File: config.mk
export PLATFORM = sky130hd
export DESIGN_NAME = i2s_dma_regs_top
export DESIGN_NICKNAME = d
export VERILOG_FILES = /design/src/i2s_dma_pkg.sv /design/src/i2s_dma_ctrl_regs.sv /design/src/i2s_dma_fifo_reader.sv /design/src/i2s_dma_irq_bit.sv /design/src/i2s_dma_rd_mux.sv /design/src/i2s_dma_regs_top.sv /design/src/i2s_dma_wb_decode.sv
export SDC_FILE = /design/constraint.sdc
export NUM_CORES = 1
export LEC_CHECK = 0
export BUFFER_PORTS_ARGS = -buffer_cell sky130_fd_sc_hd__buf_2
export CAP_MARGIN = 5
export CORE_MARGIN = 2
export CORE_UTILIZATION = 40
export DETAILED_ROUTE_END_ITERATION = 6
export PLACE_DENSITY = 0.73
export SYNTH_ARGS = -nofsm -noshare
export SYNTH_HDL_FRONTEND = slang
export SYNTH_SLANG_ARGS = --single-unit
File: constraint.sdc
create_clock -name WBs_CLK_i -period 3.6 [get_ports WBs_CLK_i]
set_clock_uncertainty 0.1 [all_clocks]
set_input_delay 0.72 -clock WBs_CLK_i [delete_from_list [all_inputs] [get_ports WBs_CLK_i]]
set_output_delay 0.72 -clock WBs_CLK_i [all_outputs]
set_load 0.02 [all_outputs]
File: src/i2s_dma_pkg.sv
/*
 * I2S receive / DMA register block shared definitions
 * bus widths, register map, bit positions and reset values
 */
package i2s_dma_pkg;

	// ------------------------------
	// bus and data widths
	// ------------------------------
	localparam int WB_ADR_W   = 10;
	localparam int WB_DAT_W   = 32;
	localparam int WB_BSTB_W  = 4;
	localparam int SAMPLE_W   = 16;
	localparam int FIFO_LVL_W = 9;

	// ------------------------------
	// register map
	// ------------------------------
	localparam logic [WB_ADR_W-1:0] ADR_CTRL       = 'h0;
	localparam logic [WB_ADR_W-1:0] ADR_IRQ_STS    = 'h2;
	localparam logic [WB_ADR_W-1:0] ADR_IRQ_EN     = 'h3;
	localparam logic [WB_ADR_W-1:0] ADR_FIFO_STS   = 'h4;
	localparam logic [WB_ADR_W-1:0] ADR_FIFO_DAT   = 'h5;
	localparam logic [WB_ADR_W-1:0] ADR_FIFO_FLUSH = 'h7;
	localparam logic [WB_ADR_W-1:0] ADR_DMA_EN     = 'h8;
	localparam logic [WB_ADR_W-1:0] ADR_DMA_STS    = 'h9;
	localparam logic [WB_ADR_W-1:0] ADR_DMA_CNT    = 'hA;
	localparam logic [WB_ADR_W-1:0] ADR_FIR_CTRL   = 'hC;

	// single-bit control fields, all in bit 0 of their register
	localparam int CTRL_I2S_EN_BIT = 0;
	localparam int FIR_EN_BIT      = 0;
	localparam int FLUSH_BIT       = 0;
	localparam int DMA_EN_BIT      = 0;

	// ------------------------------
	// interrupt status / enable
	// ------------------------------
	localparam int IRQ_W         = 4;
	localparam int IRQ_NUM       = 3;
	localparam int IRQ_DMA_DONE  = 0;
	localparam int IRQ_DECI_DONE = 1;
	// level bit, read only
	localparam int IRQ_DAT_AVL   = 2;
	localparam int IRQ_I2S_DIS   = 3;

	// positions of the sticky bits, in generate loop order
	localparam int IRQ_POS [IRQ_NUM] = '{IRQ_DMA_DONE, IRQ_DECI_DONE, IRQ_I2S_DIS};

	// fifo status fields, level sits in the low bits
	localparam int FIFO_STS_EMPTY = 16;
	localparam int FIFO_STS_FULL  = 17;

	// dma status fields
	localparam int DMA_STS_BUSY   = 0;
	localparam int DMA_STS_ACTIVE = 1;
	localparam int DMA_STS_REQ    = 2;
	localparam int DMA_STS_START  = 3;

	// reset values
	localparam logic [FIFO_LVL_W-1:0] DMA_CNT_RST = 'd4;

endpackage

File: src/i2s_dma_ctrl_regs.sv
/*
 * control registers of the I2S receive path
 * i2s and filter enables, fifo flush, dma enable, count and start
 */
`timescale 1ns/100ps

module i2s_dma_ctrl_regs
	import i2s_dma_pkg::*;
(
	input  logic                  WBs_CLK_i,
	input  logic                  WBs_RST_i,
	input  logic [WB_DAT_W-1:0]   wbs_dat_i,
	input  logic                  wr_ctrl_i,
	input  logic                  wr_flush_i,
	input  logic                  wr_dma_en_i,
	input  logic                  wr_dma_cnt_i,
	input  logic                  wr_fir_i,
	input  logic                  i2s_dis_i,
	input  logic                  dma_clr_i,
	input  logic [FIFO_LVL_W-1:0] fifo_level_i,
	output logic                  i2s_en_o,
	output logic                  fir_en_o,
	output logic                  fifo_flush_o,
	output logic                  dma_en_o,
	output logic [FIFO_LVL_W-1:0] dma_cnt_o,
	output logic                  dma_start_o,
	output logic                  dat_avl_o
);

	// ------------------------------
	// host control bits
	// ------------------------------
	always_ff @(posedge WBs_CLK_i or posedge WBs_RST_i)
	begin
		if (WBs_RST_i)
		begin
			i2s_en_o     <= 1'b0;
			fir_en_o     <= 1'b0;
			fifo_flush_o <= 1'b0;
			dma_en_o     <= 1'b0;
			dma_cnt_o    <= DMA_CNT_RST;
		end
		else
		begin
			// host write wins over the hardware disable
			if (wr_ctrl_i)
				i2s_en_o <= wbs_dat_i[CTRL_I2S_EN_BIT];
			else if (i2s_dis_i)
				i2s_en_o <= 1'b0;

			if (wr_fir_i)
				fir_en_o <= wbs_dat_i[FIR_EN_BIT];

			// flush lasts one cycle
			if (wr_flush_i)
				fifo_flush_o <= wbs_dat_i[FLUSH_BIT];
			else
				fifo_flush_o <= 1'b0;

			// dma engine clears its own enable when a transfer ends
			if (wr_dma_en_i)
				dma_en_o <= wbs_dat_i[DMA_EN_BIT];
			else if (dma_clr_i)
				dma_en_o <= 1'b0;

			if (wr_dma_cnt_i)
				dma_cnt_o <= wbs_dat_i[FIFO_LVL_W-1:0];
		end
	end

	// ------------------------------
	// threshold compare
	// ------------------------------
	// enough samples for one dma burst
	always_ff @(posedge WBs_CLK_i or posedge WBs_RST_i)
	begin
		if (WBs_RST_i)
			dat_avl_o <= 1'b0;
		else
			dat_avl_o <= (fifo_level_i >= dma_cnt_o);
	end

	// request only while the host allows dma
	assign dma_start_o = dat_avl_o & dma_en_o;

endmodule

File: src/i2s_dma_fifo_reader.sv
/*
 * decimated-data fifo reader
 * pops the fall-through fifo and pairs two samples into one word
 */
`timescale 1ns/100ps

module i2s_dma_fifo_reader
	import i2s_dma_pkg::*;
(
	input  logic                WBs_CLK_i,
	input  logic                WBs_RST_i,
	input  logic                fifo_rd_phase_i,
	input  logic                fifo_empty_i,
	input  logic [SAMPLE_W-1:0] fifo_dat_i,
	output logic                fifo_pop_o,
	output logic [WB_DAT_W-1:0] fifo_word_o
);

	// newest sample on top
	logic [SAMPLE_W-1:0] smp_hi;
	logic [SAMPLE_W-1:0] smp_lo;

	// ------------------------------
	// pop
	// ------------------------------
	// one pop per read phase cycle
	// never pop an empty fifo
	assign fifo_pop_o = fifo_rd_phase_i & ~fifo_empty_i;

	// ------------------------------
	// sample pair
	// ------------------------------
	// head of fifo is valid before the pop, take it at the edge
	always_ff @(posedge WBs_CLK_i or posedge WBs_RST_i)
	begin
		if (WBs_RST_i)
		begin
			smp_hi <= '0;
			smp_lo <= '0;
		end
		else if (fifo_pop_o)
		begin
			smp_hi <= fifo_dat_i;
			// older sample moves down
			smp_lo <= smp_hi;
		end
	end

	// second popped sample above the first
	assign fifo_word_o = {smp_hi, smp_lo};

endmodule

File: src/i2s_dma_irq_bit.sv
/*
 * one sticky interrupt status bit with its enable
 */
`timescale 1ns/100ps

module i2s_dma_irq_bit (
	input  logic WBs_CLK_i,
	input  logic WBs_RST_i,
	input  logic set_i,
	input  logic sts_wr_i,
	input  logic sts_bit_i,
	input  logic en_wr_i,
	input  logic en_bit_i,
	output logic sts_o,
	output logic en_o
);

	// status holds until the host writes 0
	always_ff @(posedge WBs_CLK_i or posedge WBs_RST_i)
	begin
		if (WBs_RST_i)
			sts_o <= 1'b0;
		else if (set_i)
			// event beats a clearing write in the same cycle
			sts_o <= 1'b1;
		else if (sts_wr_i)
			sts_o <= sts_bit_i;
	end

	// enable is plain read/write
	always_ff @(posedge WBs_CLK_i or posedge WBs_RST_i)
	begin
		if (WBs_RST_i)
			en_o <= 1'b0;
		else if (en_wr_i)
			en_o <= en_bit_i;
	end

endmodule

File: src/i2s_dma_rd_mux.sv
/*
 * read data mux of the I2S/DMA register block
 * unmapped addresses return zero
 */
`timescale 1ns/100ps

module i2s_dma_rd_mux
	import i2s_dma_pkg::*;
(
	input  logic [WB_ADR_W-1:0]   wbs_adr_i,
	input  logic                  i2s_en_i,
	input  logic                  fir_en_i,
	input  logic                  fifo_flush_i,
	input  logic                  dma_en_i,
	input  logic [FIFO_LVL_W-1:0] dma_cnt_i,
	input  logic                  dma_start_i,
	input  logic [IRQ_W-1:0]      irq_sts_i,
	input  logic [IRQ_W-1:0]      irq_en_i,
	input  logic                  fifo_full_i,
	input  logic                  fifo_empty_i,
	input  logic [FIFO_LVL_W-1:0] fifo_level_i,
	input  logic [WB_DAT_W-1:0]   fifo_word_i,
	input  logic                  dma_busy_i,
	input  logic                  dma_active_i,
	input  logic                  dma_req_i,
	output logic [WB_DAT_W-1:0]   wbs_dat_o
);

	// address is stable a cycle before ack so no output register
	always_comb
	begin
		wbs_dat_o = '0;
		case (wbs_adr_i)
			ADR_CTRL:       wbs_dat_o[CTRL_I2S_EN_BIT] = i2s_en_i;
			ADR_IRQ_STS:    wbs_dat_o[IRQ_W-1:0] = irq_sts_i;
			ADR_IRQ_EN:     wbs_dat_o[IRQ_W-1:0] = irq_en_i;
			ADR_FIFO_STS:
			begin
				wbs_dat_o[FIFO_STS_FULL]    = fifo_full_i;
				wbs_dat_o[FIFO_STS_EMPTY]   = fifo_empty_i;
				wbs_dat_o[FIFO_LVL_W-1:0]   = fifo_level_i;
			end
			// two samples from the reader
			ADR_FIFO_DAT:   wbs_dat_o = fifo_word_i;
			// self clearing, normally reads 0
			ADR_FIFO_FLUSH: wbs_dat_o[FLUSH_BIT] = fifo_flush_i;
			ADR_DMA_EN:     wbs_dat_o[DMA_EN_BIT] = dma_en_i;
			ADR_DMA_STS:
			begin
				wbs_dat_o[DMA_STS_BUSY]   = dma_busy_i;
				wbs_dat_o[DMA_STS_ACTIVE] = dma_active_i;
				wbs_dat_o[DMA_STS_REQ]    = dma_req_i;
				wbs_dat_o[DMA_STS_START]  = dma_start_i;
			end
			ADR_DMA_CNT:    wbs_dat_o[FIFO_LVL_W-1:0] = dma_cnt_i;
			ADR_FIR_CTRL:   wbs_dat_o[FIR_EN_BIT] = fir_en_i;
			default:        wbs_dat_o = '0;
		endcase
	end

endmodule

File: src/i2s_dma_regs_top.sv
/*
 * I2S receive / DMA host register block, Wishbone slave
 * decode, control registers, interrupt bits, fifo reader and read mux
 */
`timescale 1ns/100ps

module i2s_dma_regs_top
	import i2s_dma_pkg::*;
(
	// wishbone
	input  logic                  WBs_CLK_i,
	input  logic                  WBs_RST_i,
	input  logic [WB_ADR_W-1:0]   wbs_adr_i,
	input  logic                  wbs_cyc_i,
	input  logic                  wbs_stb_i,
	input  logic                  wbs_we_i,
	input  logic [WB_BSTB_W-1:0]  wbs_byte_stb_i,
	input  logic [WB_DAT_W-1:0]   wbs_dat_i,
	output logic [WB_DAT_W-1:0]   wbs_dat_o,
	output logic                  wbs_ack_o,
	// i2s and decimation filter
	input  logic                  i2s_dis_i,
	output logic                  i2s_en_o,
	output logic                  fir_en_o,
	input  logic                  fir_done_i,
	// decimated-data fifo
	input  logic [SAMPLE_W-1:0]   fifo_dat_i,
	input  logic                  fifo_empty_i,
	input  logic                  fifo_full_i,
	input  logic [FIFO_LVL_W-1:0] fifo_level_i,
	output logic                  fifo_pop_o,
	output logic                  fifo_flush_o,
	// dma engine
	input  logic                  dma_done_i,
	input  logic                  dma_clr_i,
	input  logic                  dma_busy_i,
	input  logic                  dma_active_i,
	input  logic                  dma_req_i,
	output logic                  dma_start_o,
	output logic [FIFO_LVL_W-1:0] dma_cnt_o,
	// interrupts
	output logic [IRQ_W-1:0]      irq_sts_o,
	output logic [IRQ_W-1:0]      irq_en_o
);

	// write strobes
	logic wr_ctrl;
	logic wr_irq_sts;
	logic wr_irq_en;
	logic wr_flush;
	logic wr_dma_en;
	logic wr_dma_cnt;
	logic wr_fir;
	logic fifo_rd_phase;
	logic dma_en;
	logic dat_avl;
	logic [WB_DAT_W-1:0] fifo_word;
	// sticky events in IRQ_POS order
	logic [IRQ_NUM-1:0]  irq_evt;

	// ------------------------------
	// bus decode
	// ------------------------------
	i2s_dma_wb_decode u_wb_decode (
		.WBs_CLK_i       (WBs_CLK_i),
		.WBs_RST_i       (WBs_RST_i),
		.wbs_adr_i       (wbs_adr_i),
		.wbs_cyc_i       (wbs_cyc_i),
		.wbs_stb_i       (wbs_stb_i),
		.wbs_we_i        (wbs_we_i),
		.wbs_byte_stb_i  (wbs_byte_stb_i),
		.wr_ctrl_o       (wr_ctrl),
		.wr_irq_sts_o    (wr_irq_sts),
		.wr_irq_en_o     (wr_irq_en),
		.wr_flush_o      (wr_flush),
		.wr_dma_en_o     (wr_dma_en),
		.wr_dma_cnt_o    (wr_dma_cnt),
		.wr_fir_o        (wr_fir),
		.fifo_rd_phase_o (fifo_rd_phase),
		.wbs_ack_o       (wbs_ack_o)
	);

	i2s_dma_ctrl_regs u_ctrl_regs (
		.WBs_CLK_i    (WBs_CLK_i),
		.WBs_RST_i    (WBs_RST_i),
		.wbs_dat_i    (wbs_dat_i),
		.wr_ctrl_i    (wr_ctrl),
		.wr_flush_i   (wr_flush),
		.wr_dma_en_i  (wr_dma_en),
		.wr_dma_cnt_i (wr_dma_cnt),
		.wr_fir_i     (wr_fir),
		.i2s_dis_i    (i2s_dis_i),
		.dma_clr_i    (dma_clr_i),
		.fifo_level_i (fifo_level_i),
		.i2s_en_o     (i2s_en_o),
		.fir_en_o     (fir_en_o),
		.fifo_flush_o (fifo_flush_o),
		.dma_en_o     (dma_en),
		.dma_cnt_o    (dma_cnt_o),
		.dma_start_o  (dma_start_o),
		.dat_avl_o    (dat_avl)
	);

	// ------------------------------
	// interrupt bits
	// ------------------------------
	assign irq_evt = {i2s_dis_i, fir_done_i, dma_done_i};

	for (genvar gi = 0; gi < IRQ_NUM; gi = gi + 1)
	begin : g_irq
		i2s_dma_irq_bit u_irq_bit (
			.WBs_CLK_i (WBs_CLK_i),
			.WBs_RST_i (WBs_RST_i),
			.set_i     (irq_evt[gi]),
			.sts_wr_i  (wr_irq_sts),
			.sts_bit_i (wbs_dat_i[IRQ_POS[gi]]),
			.en_wr_i   (wr_irq_en),
			.en_bit_i  (wbs_dat_i[IRQ_POS[gi]]),
			.sts_o     (irq_sts_o[IRQ_POS[gi]]),
			.en_o      (irq_en_o[IRQ_POS[gi]])
		);
	end

	// data available is a level with no enable
	assign irq_sts_o[IRQ_DAT_AVL] = dat_avl;
	assign irq_en_o[IRQ_DAT_AVL]  = 1'b0;

	// ------------------------------
	// fifo data and readback
	// ------------------------------
	i2s_dma_fifo_reader u_fifo_reader (
		.WBs_CLK_i       (WBs_CLK_i),
		.WBs_RST_i       (WBs_RST_i),
		.fifo_rd_phase_i (fifo_rd_phase),
		.fifo_empty_i    (fifo_empty_i),
		.fifo_dat_i      (fifo_dat_i),
		.fifo_pop_o      (fifo_pop_o),
		.fifo_word_o     (fifo_word)
	);

	i2s_dma_rd_mux u_rd_mux (
		.wbs_adr_i    (wbs_adr_i),
		.i2s_en_i     (i2s_en_o),
		.fir_en_i     (fir_en_o),
		.fifo_flush_i (fifo_flush_o),
		.dma_en_i     (dma_en),
		.dma_cnt_i    (dma_cnt_o),
		.dma_start_i  (dma_start_o),
		.irq_sts_i    (irq_sts_o),
		.irq_en_i     (irq_en_o),
		.fifo_full_i  (fifo_full_i),
		.fifo_empty_i (fifo_empty_i),
		.fifo_level_i (fifo_level_i),
		.fifo_word_i  (fifo_word),
		.dma_busy_i   (dma_busy_i),
		.dma_active_i (dma_active_i),
		.dma_req_i    (dma_req_i),
		.wbs_dat_o    (wbs_dat_o)
	);

endmodule

File: src/i2s_dma_wb_decode.sv
/*
 * Wishbone slave decode for the I2S/DMA registers
 * one-cycle write strobes, fifo read phase, 1 or 2 cycle ack
 */
`timescale 1ns/100ps

module i2s_dma_wb_decode
	import i2s_dma_pkg::*;
(
	input  logic                 WBs_CLK_i,
	input  logic                 WBs_RST_i,
	input  logic [WB_ADR_W-1:0]  wbs_adr_i,
	input  logic                 wbs_cyc_i,
	input  logic                 wbs_stb_i,
	input  logic                 wbs_we_i,
	input  logic [WB_BSTB_W-1:0] wbs_byte_stb_i,
	output logic                 wr_ctrl_o,
	output logic                 wr_irq_sts_o,
	output logic                 wr_irq_en_o,
	output logic                 wr_flush_o,
	output logic                 wr_dma_en_o,
	output logic                 wr_dma_cnt_o,
	output logic                 wr_fir_o,
	output logic                 fifo_rd_phase_o,
	output logic                 wbs_ack_o
);

	// ack and its one-cycle delayed copy
	logic ack_r;
	logic ack_d;
	// first cycle of an access
	logic acc_start;
	logic wr_start;
	// fifo data read in progress
	logic fifo_rd_sel;

	// ------------------------------
	// access qualification
	// ------------------------------
	// nothing pending from this or the previous access
	assign acc_start = wbs_cyc_i & wbs_stb_i & ~ack_r & ~ack_d;
	// only byte lane 0 carries register bits
	assign wr_start  = acc_start & wbs_we_i & wbs_byte_stb_i[0];

	assign wr_ctrl_o    = wr_start & (wbs_adr_i == ADR_CTRL);
	assign wr_irq_sts_o = wr_start & (wbs_adr_i == ADR_IRQ_STS);
	assign wr_irq_en_o  = wr_start & (wbs_adr_i == ADR_IRQ_EN);
	assign wr_flush_o   = wr_start & (wbs_adr_i == ADR_FIFO_FLUSH);
	assign wr_dma_en_o  = wr_start & (wbs_adr_i == ADR_DMA_EN);
	assign wr_dma_cnt_o = wr_start & (wbs_adr_i == ADR_DMA_CNT);
	assign wr_fir_o     = wr_start & (wbs_adr_i == ADR_FIR_CTRL);

	// ------------------------------
	// fifo data read
	// ------------------------------
	assign fifo_rd_sel = wbs_cyc_i & ~wbs_we_i & (wbs_adr_i == ADR_FIFO_DAT);

	// cycles 0 and 1 of the read, ended by the delayed ack
	assign fifo_rd_phase_o = fifo_rd_sel & wbs_stb_i & ~ack_d;

	// slow ack leaves room for two pops
	assign wbs_ack_o = fifo_rd_sel ? ack_d : ack_r;

	always_ff @(posedge WBs_CLK_i or posedge WBs_RST_i)
	begin
		if (WBs_RST_i)
		begin
			ack_r <= 1'b0;
			ack_d <= 1'b0;
		end
		else
		begin
			ack_r <= acc_start;
			ack_d <= ack_r;
		end
	end

endmodule

==> results.txt <==
status = completed
die width = 91.2 um
area leader, netlist = dfrtp_1
Setup WS post-layout = 0.432 ns
VDD IR-drop max = 167 uV
Worst Setup EP = wbs_dat_o[17]
Util after Layout = 51.6%
Least-Margin Pin Slew = 0.902 ns
Crit path required time = 2.78 ns
EDFF count, synth = 0
fin nets = 465
Critical R2R Capture = u_fifo_reader.smp_hi[13]$_DFFE_PP0P_
num ports = 140
first-pass detailed-route iteration total = 4
commonest cells in the synthesized netlist = 53 x dfrtp_1, 46 x mux2_2, 23 x and2_1, 16 x inv_1, 15 x nor2_1
Fmax = 0.316 GHz
most frequent cell after synthesis = dfrtp_1
post-route ant nets = 0
Slew headroom = 39.3%
fin. max-slew vios = 0
Ys Warns = 0
CP startpoint kind = input pin
total CTS buffers = 5
Root Buffer Master = clkbuf_8
DR WL/cell = 15.3 um
max cap viols = 0
clock share of power = 37.8%
Int Pwr = 0.881 mW
crit path time final = 3.17 ns
hpwl dp = 5.48 mm
port bufs = 112
Min Hold Slack = 0.302 ns
Synth area leaders = dfrtp_1 44%, mux2_2 17%, and2_1 4.7%
R2R depth = 4
Placeable Area = 7290 um^2
via count = 2414
sequential power share = 53.2%
maximum fanout along the worst path = 19
Critical Path Start = wbs_adr_i[5]
FF-to-FF Start = u_wb_decode.ack_d$_DFF_PP0_
library cells used by synthesis = 46
gate count of the mapped netlist = 269
final worst-path cycle share = 88.0%
Hold Path Depth = 0
H-Tree Depth = 2
WL final = 7.19 mm
routability cong. = 0.827
Vias/cell = 5.13
Async SR Flop Fraction = 100%
vias in the first global route = 2458
setup TNS = 0 ns
number of hold violations in the final report = 0
antenna cells = 0
hold_buf cts = 0
Synthesized Nets = 363
unrepaired setup endpoints after global routing = no
clock sinks = 54
gr usage total = 17.1%
CTS tree = yes
P_sw = 0.268 mW
worst reg2reg setup slack = 1.50 ns
row count = 31
pre-CTS setup slack = 0.426 ns
Avg Synthesized Cell Area = 11.3 um^2
Starting Density = 41.7%
worst setup path class = in2out
predominant post-synthesis flop cell = dfrtp_1
layout cell share with drive strength beyond 1 = 49.5%
top cell type's share of synthesized area = 43.6%
Area Overhead vs Synth = 23.7%
Worst-Skew Late Latency = 0.31 ns
Die Area = 8310 um^2
GR Overflow Total = 0
Syn Std Cell Area = 3040 um^2
first-pass GRT wire length = 11.6 mm
combinational group share of total power = 8.9%
setup violators final = 0
sw frac = 23.3%
die height = 91.2 um
post-synthesis sequential area ratio = 44.5%
antenna violations before repair = 0
Clock Pin Slew Worst Setup and Hold Paths = 0.10 ns
#FFs+latches synth = 54
Detailed Route Iter0 Violations = 95
largest net degree at the start of global routing = 33
Critical Path End Type = primary output
Setup Fix Bufs, Post-CTS = 0
clock buffer depth = 2
Leakage = 2.02 nW
Pwr Density = 306 nW/um^2
HP Class = reg2reg
post-cts sizing count = 0
CP Data Arrival Time = 2.35 ns
Residual DRC = 0
[flip-flops by register name, summed over array words and instances, names as in the netlist]
name and count:
u_wb_decode.ack_r 1, g_irq.u_irq_bit.en_o 3, g_irq.u_irq_bit.sts_o 3, u_ctrl_regs.i2s_en_o 1
u_ctrl_regs.fir_en_o 1, u_wb_decode.ack_d 1, u_ctrl_regs.dat_avl_o 1, u_ctrl_regs.fifo_flush_o 1
u_ctrl_regs.dma_cnt_o 9, u_fifo_reader.smp_hi 16, u_ctrl_regs.dma_en_o 1, u_fifo_reader.smp_lo 16
[final cells by class]
cell class	count	area, um^2
tap	99	124
fill	696	3530
clock inverter	2	38.8
inverter	16	60.1
sequential	54	1350
timing repair buffer	116	591
multi-input combinational	178	1510
clock buffer	6	82.6
[worst min-delay path by stage]
| stage | start | end | slack (ns) |
|---|---|---|---|
| 2_1_floorplan | u_wb_decode.ack_r$_DFF_PP0_ | u_wb_decode.ack_d$_DFF_PP0_ | 0.26 |
| 3_3_place_gp | u_wb_decode.ack_r$_DFF_PP0_ | u_wb_decode.ack_d$_DFF_PP0_ | 0.27 |
| 3_5_place_dp | u_wb_decode.ack_r$_DFF_PP0_ | u_wb_decode.ack_d$_DFF_PP0_ | 0.28 |
| 4_1_cts | u_wb_decode.ack_r$_DFF_PP0_ | u_wb_decode.ack_d$_DFF_PP0_ | 0.31 |
| 5_1_grt | u_wb_decode.ack_r$_DFF_PP0_ | u_wb_decode.ack_d$_DFF_PP0_ | 0.33 |
| 6_report | u_wb_decode.ack_r$_DFF_PP0_ | u_wb_decode.ack_d$_DFF_PP0_ | 0.30 |
[power groups by stage]
stage,clock network (mW),logic [mW],registers [mW]
detailed placement,0,0.103,0.624
floorplan,0,0.0518,0.623
CTS,0.452,0.103,0.612
global placement,0,0.101,0.623
finish,0.435,0.103,0.612
global route,0.475,0.114,0.612
[routing by layer]
metal | track usage (%) | vias up | part of all wire [%] | wire length [um]
met5 | 0 | - | 0 | 0
met4 | 3.91 | 0 | 0.75 | 54
met3 | 3.07 | 4 | 4.9 | 355
met2 | 29.6 | 72 | 50 | 3570
met1 | 22.3 | 1180 | 45 | 3210
li1 | - | 1158 | - | -
[critical path, stage by stage]
cell and delay [ns]:
buf_2 0.11, nor4_4 0.40, and4_2 0.51, buf_4 0.27, a22o_1 0.17, buf_2 0.16
[cell families after synthesis]
family,Yosys count,synth area share (%)
simple gates,82,17.6
other cells,1,0.123
flops,54,44.5
buf+inv,37,5.76
fa+ha+maj,9,3.70
compound gates,31,7.78
mux,55,20.6
[through the flow]
| step | cell area, um^2 | instances | total power, mW |
|---|---|---|---|
| finish | 3760 | 471 | 1.15 |
| global route | 3760 | 471 | 1.20 |
| CTS | 3760 | 471 | 1.17 |
| detailed placement | 3640 | 463 | 0.726 |
| global placement | 3640 | 463 | 0.725 |
| floorplan | 3040 | 269 | 0.675 |
[cells in the final DEF, fill, tap and decap left out, drive strengths merged, types with 3 or more instances in the layout]
| cell | count |
|---|---|
| buf | 116 |
| dfrtp | 53 |
| mux2 | 51 |
| and2 | 23 |
| inv | 17 |
| nor2 | 15 |
| ha | 9 |
| nor2b | 8 |
| nand2 | 7 |
| clkbuf | 6 |
| a222oi | 5 |
| a21oi | 5 |
| o21ai | 5 |
| nor3 | 4 |
| nand4 | 4 |
| mux2i | 4 |
| nor4 | 4 |
| nand3b | 3 |
| nand3 | 3 |
| a32oi | 3 |
| a22o | 3 |
Power figures use the tool's default switching activity.
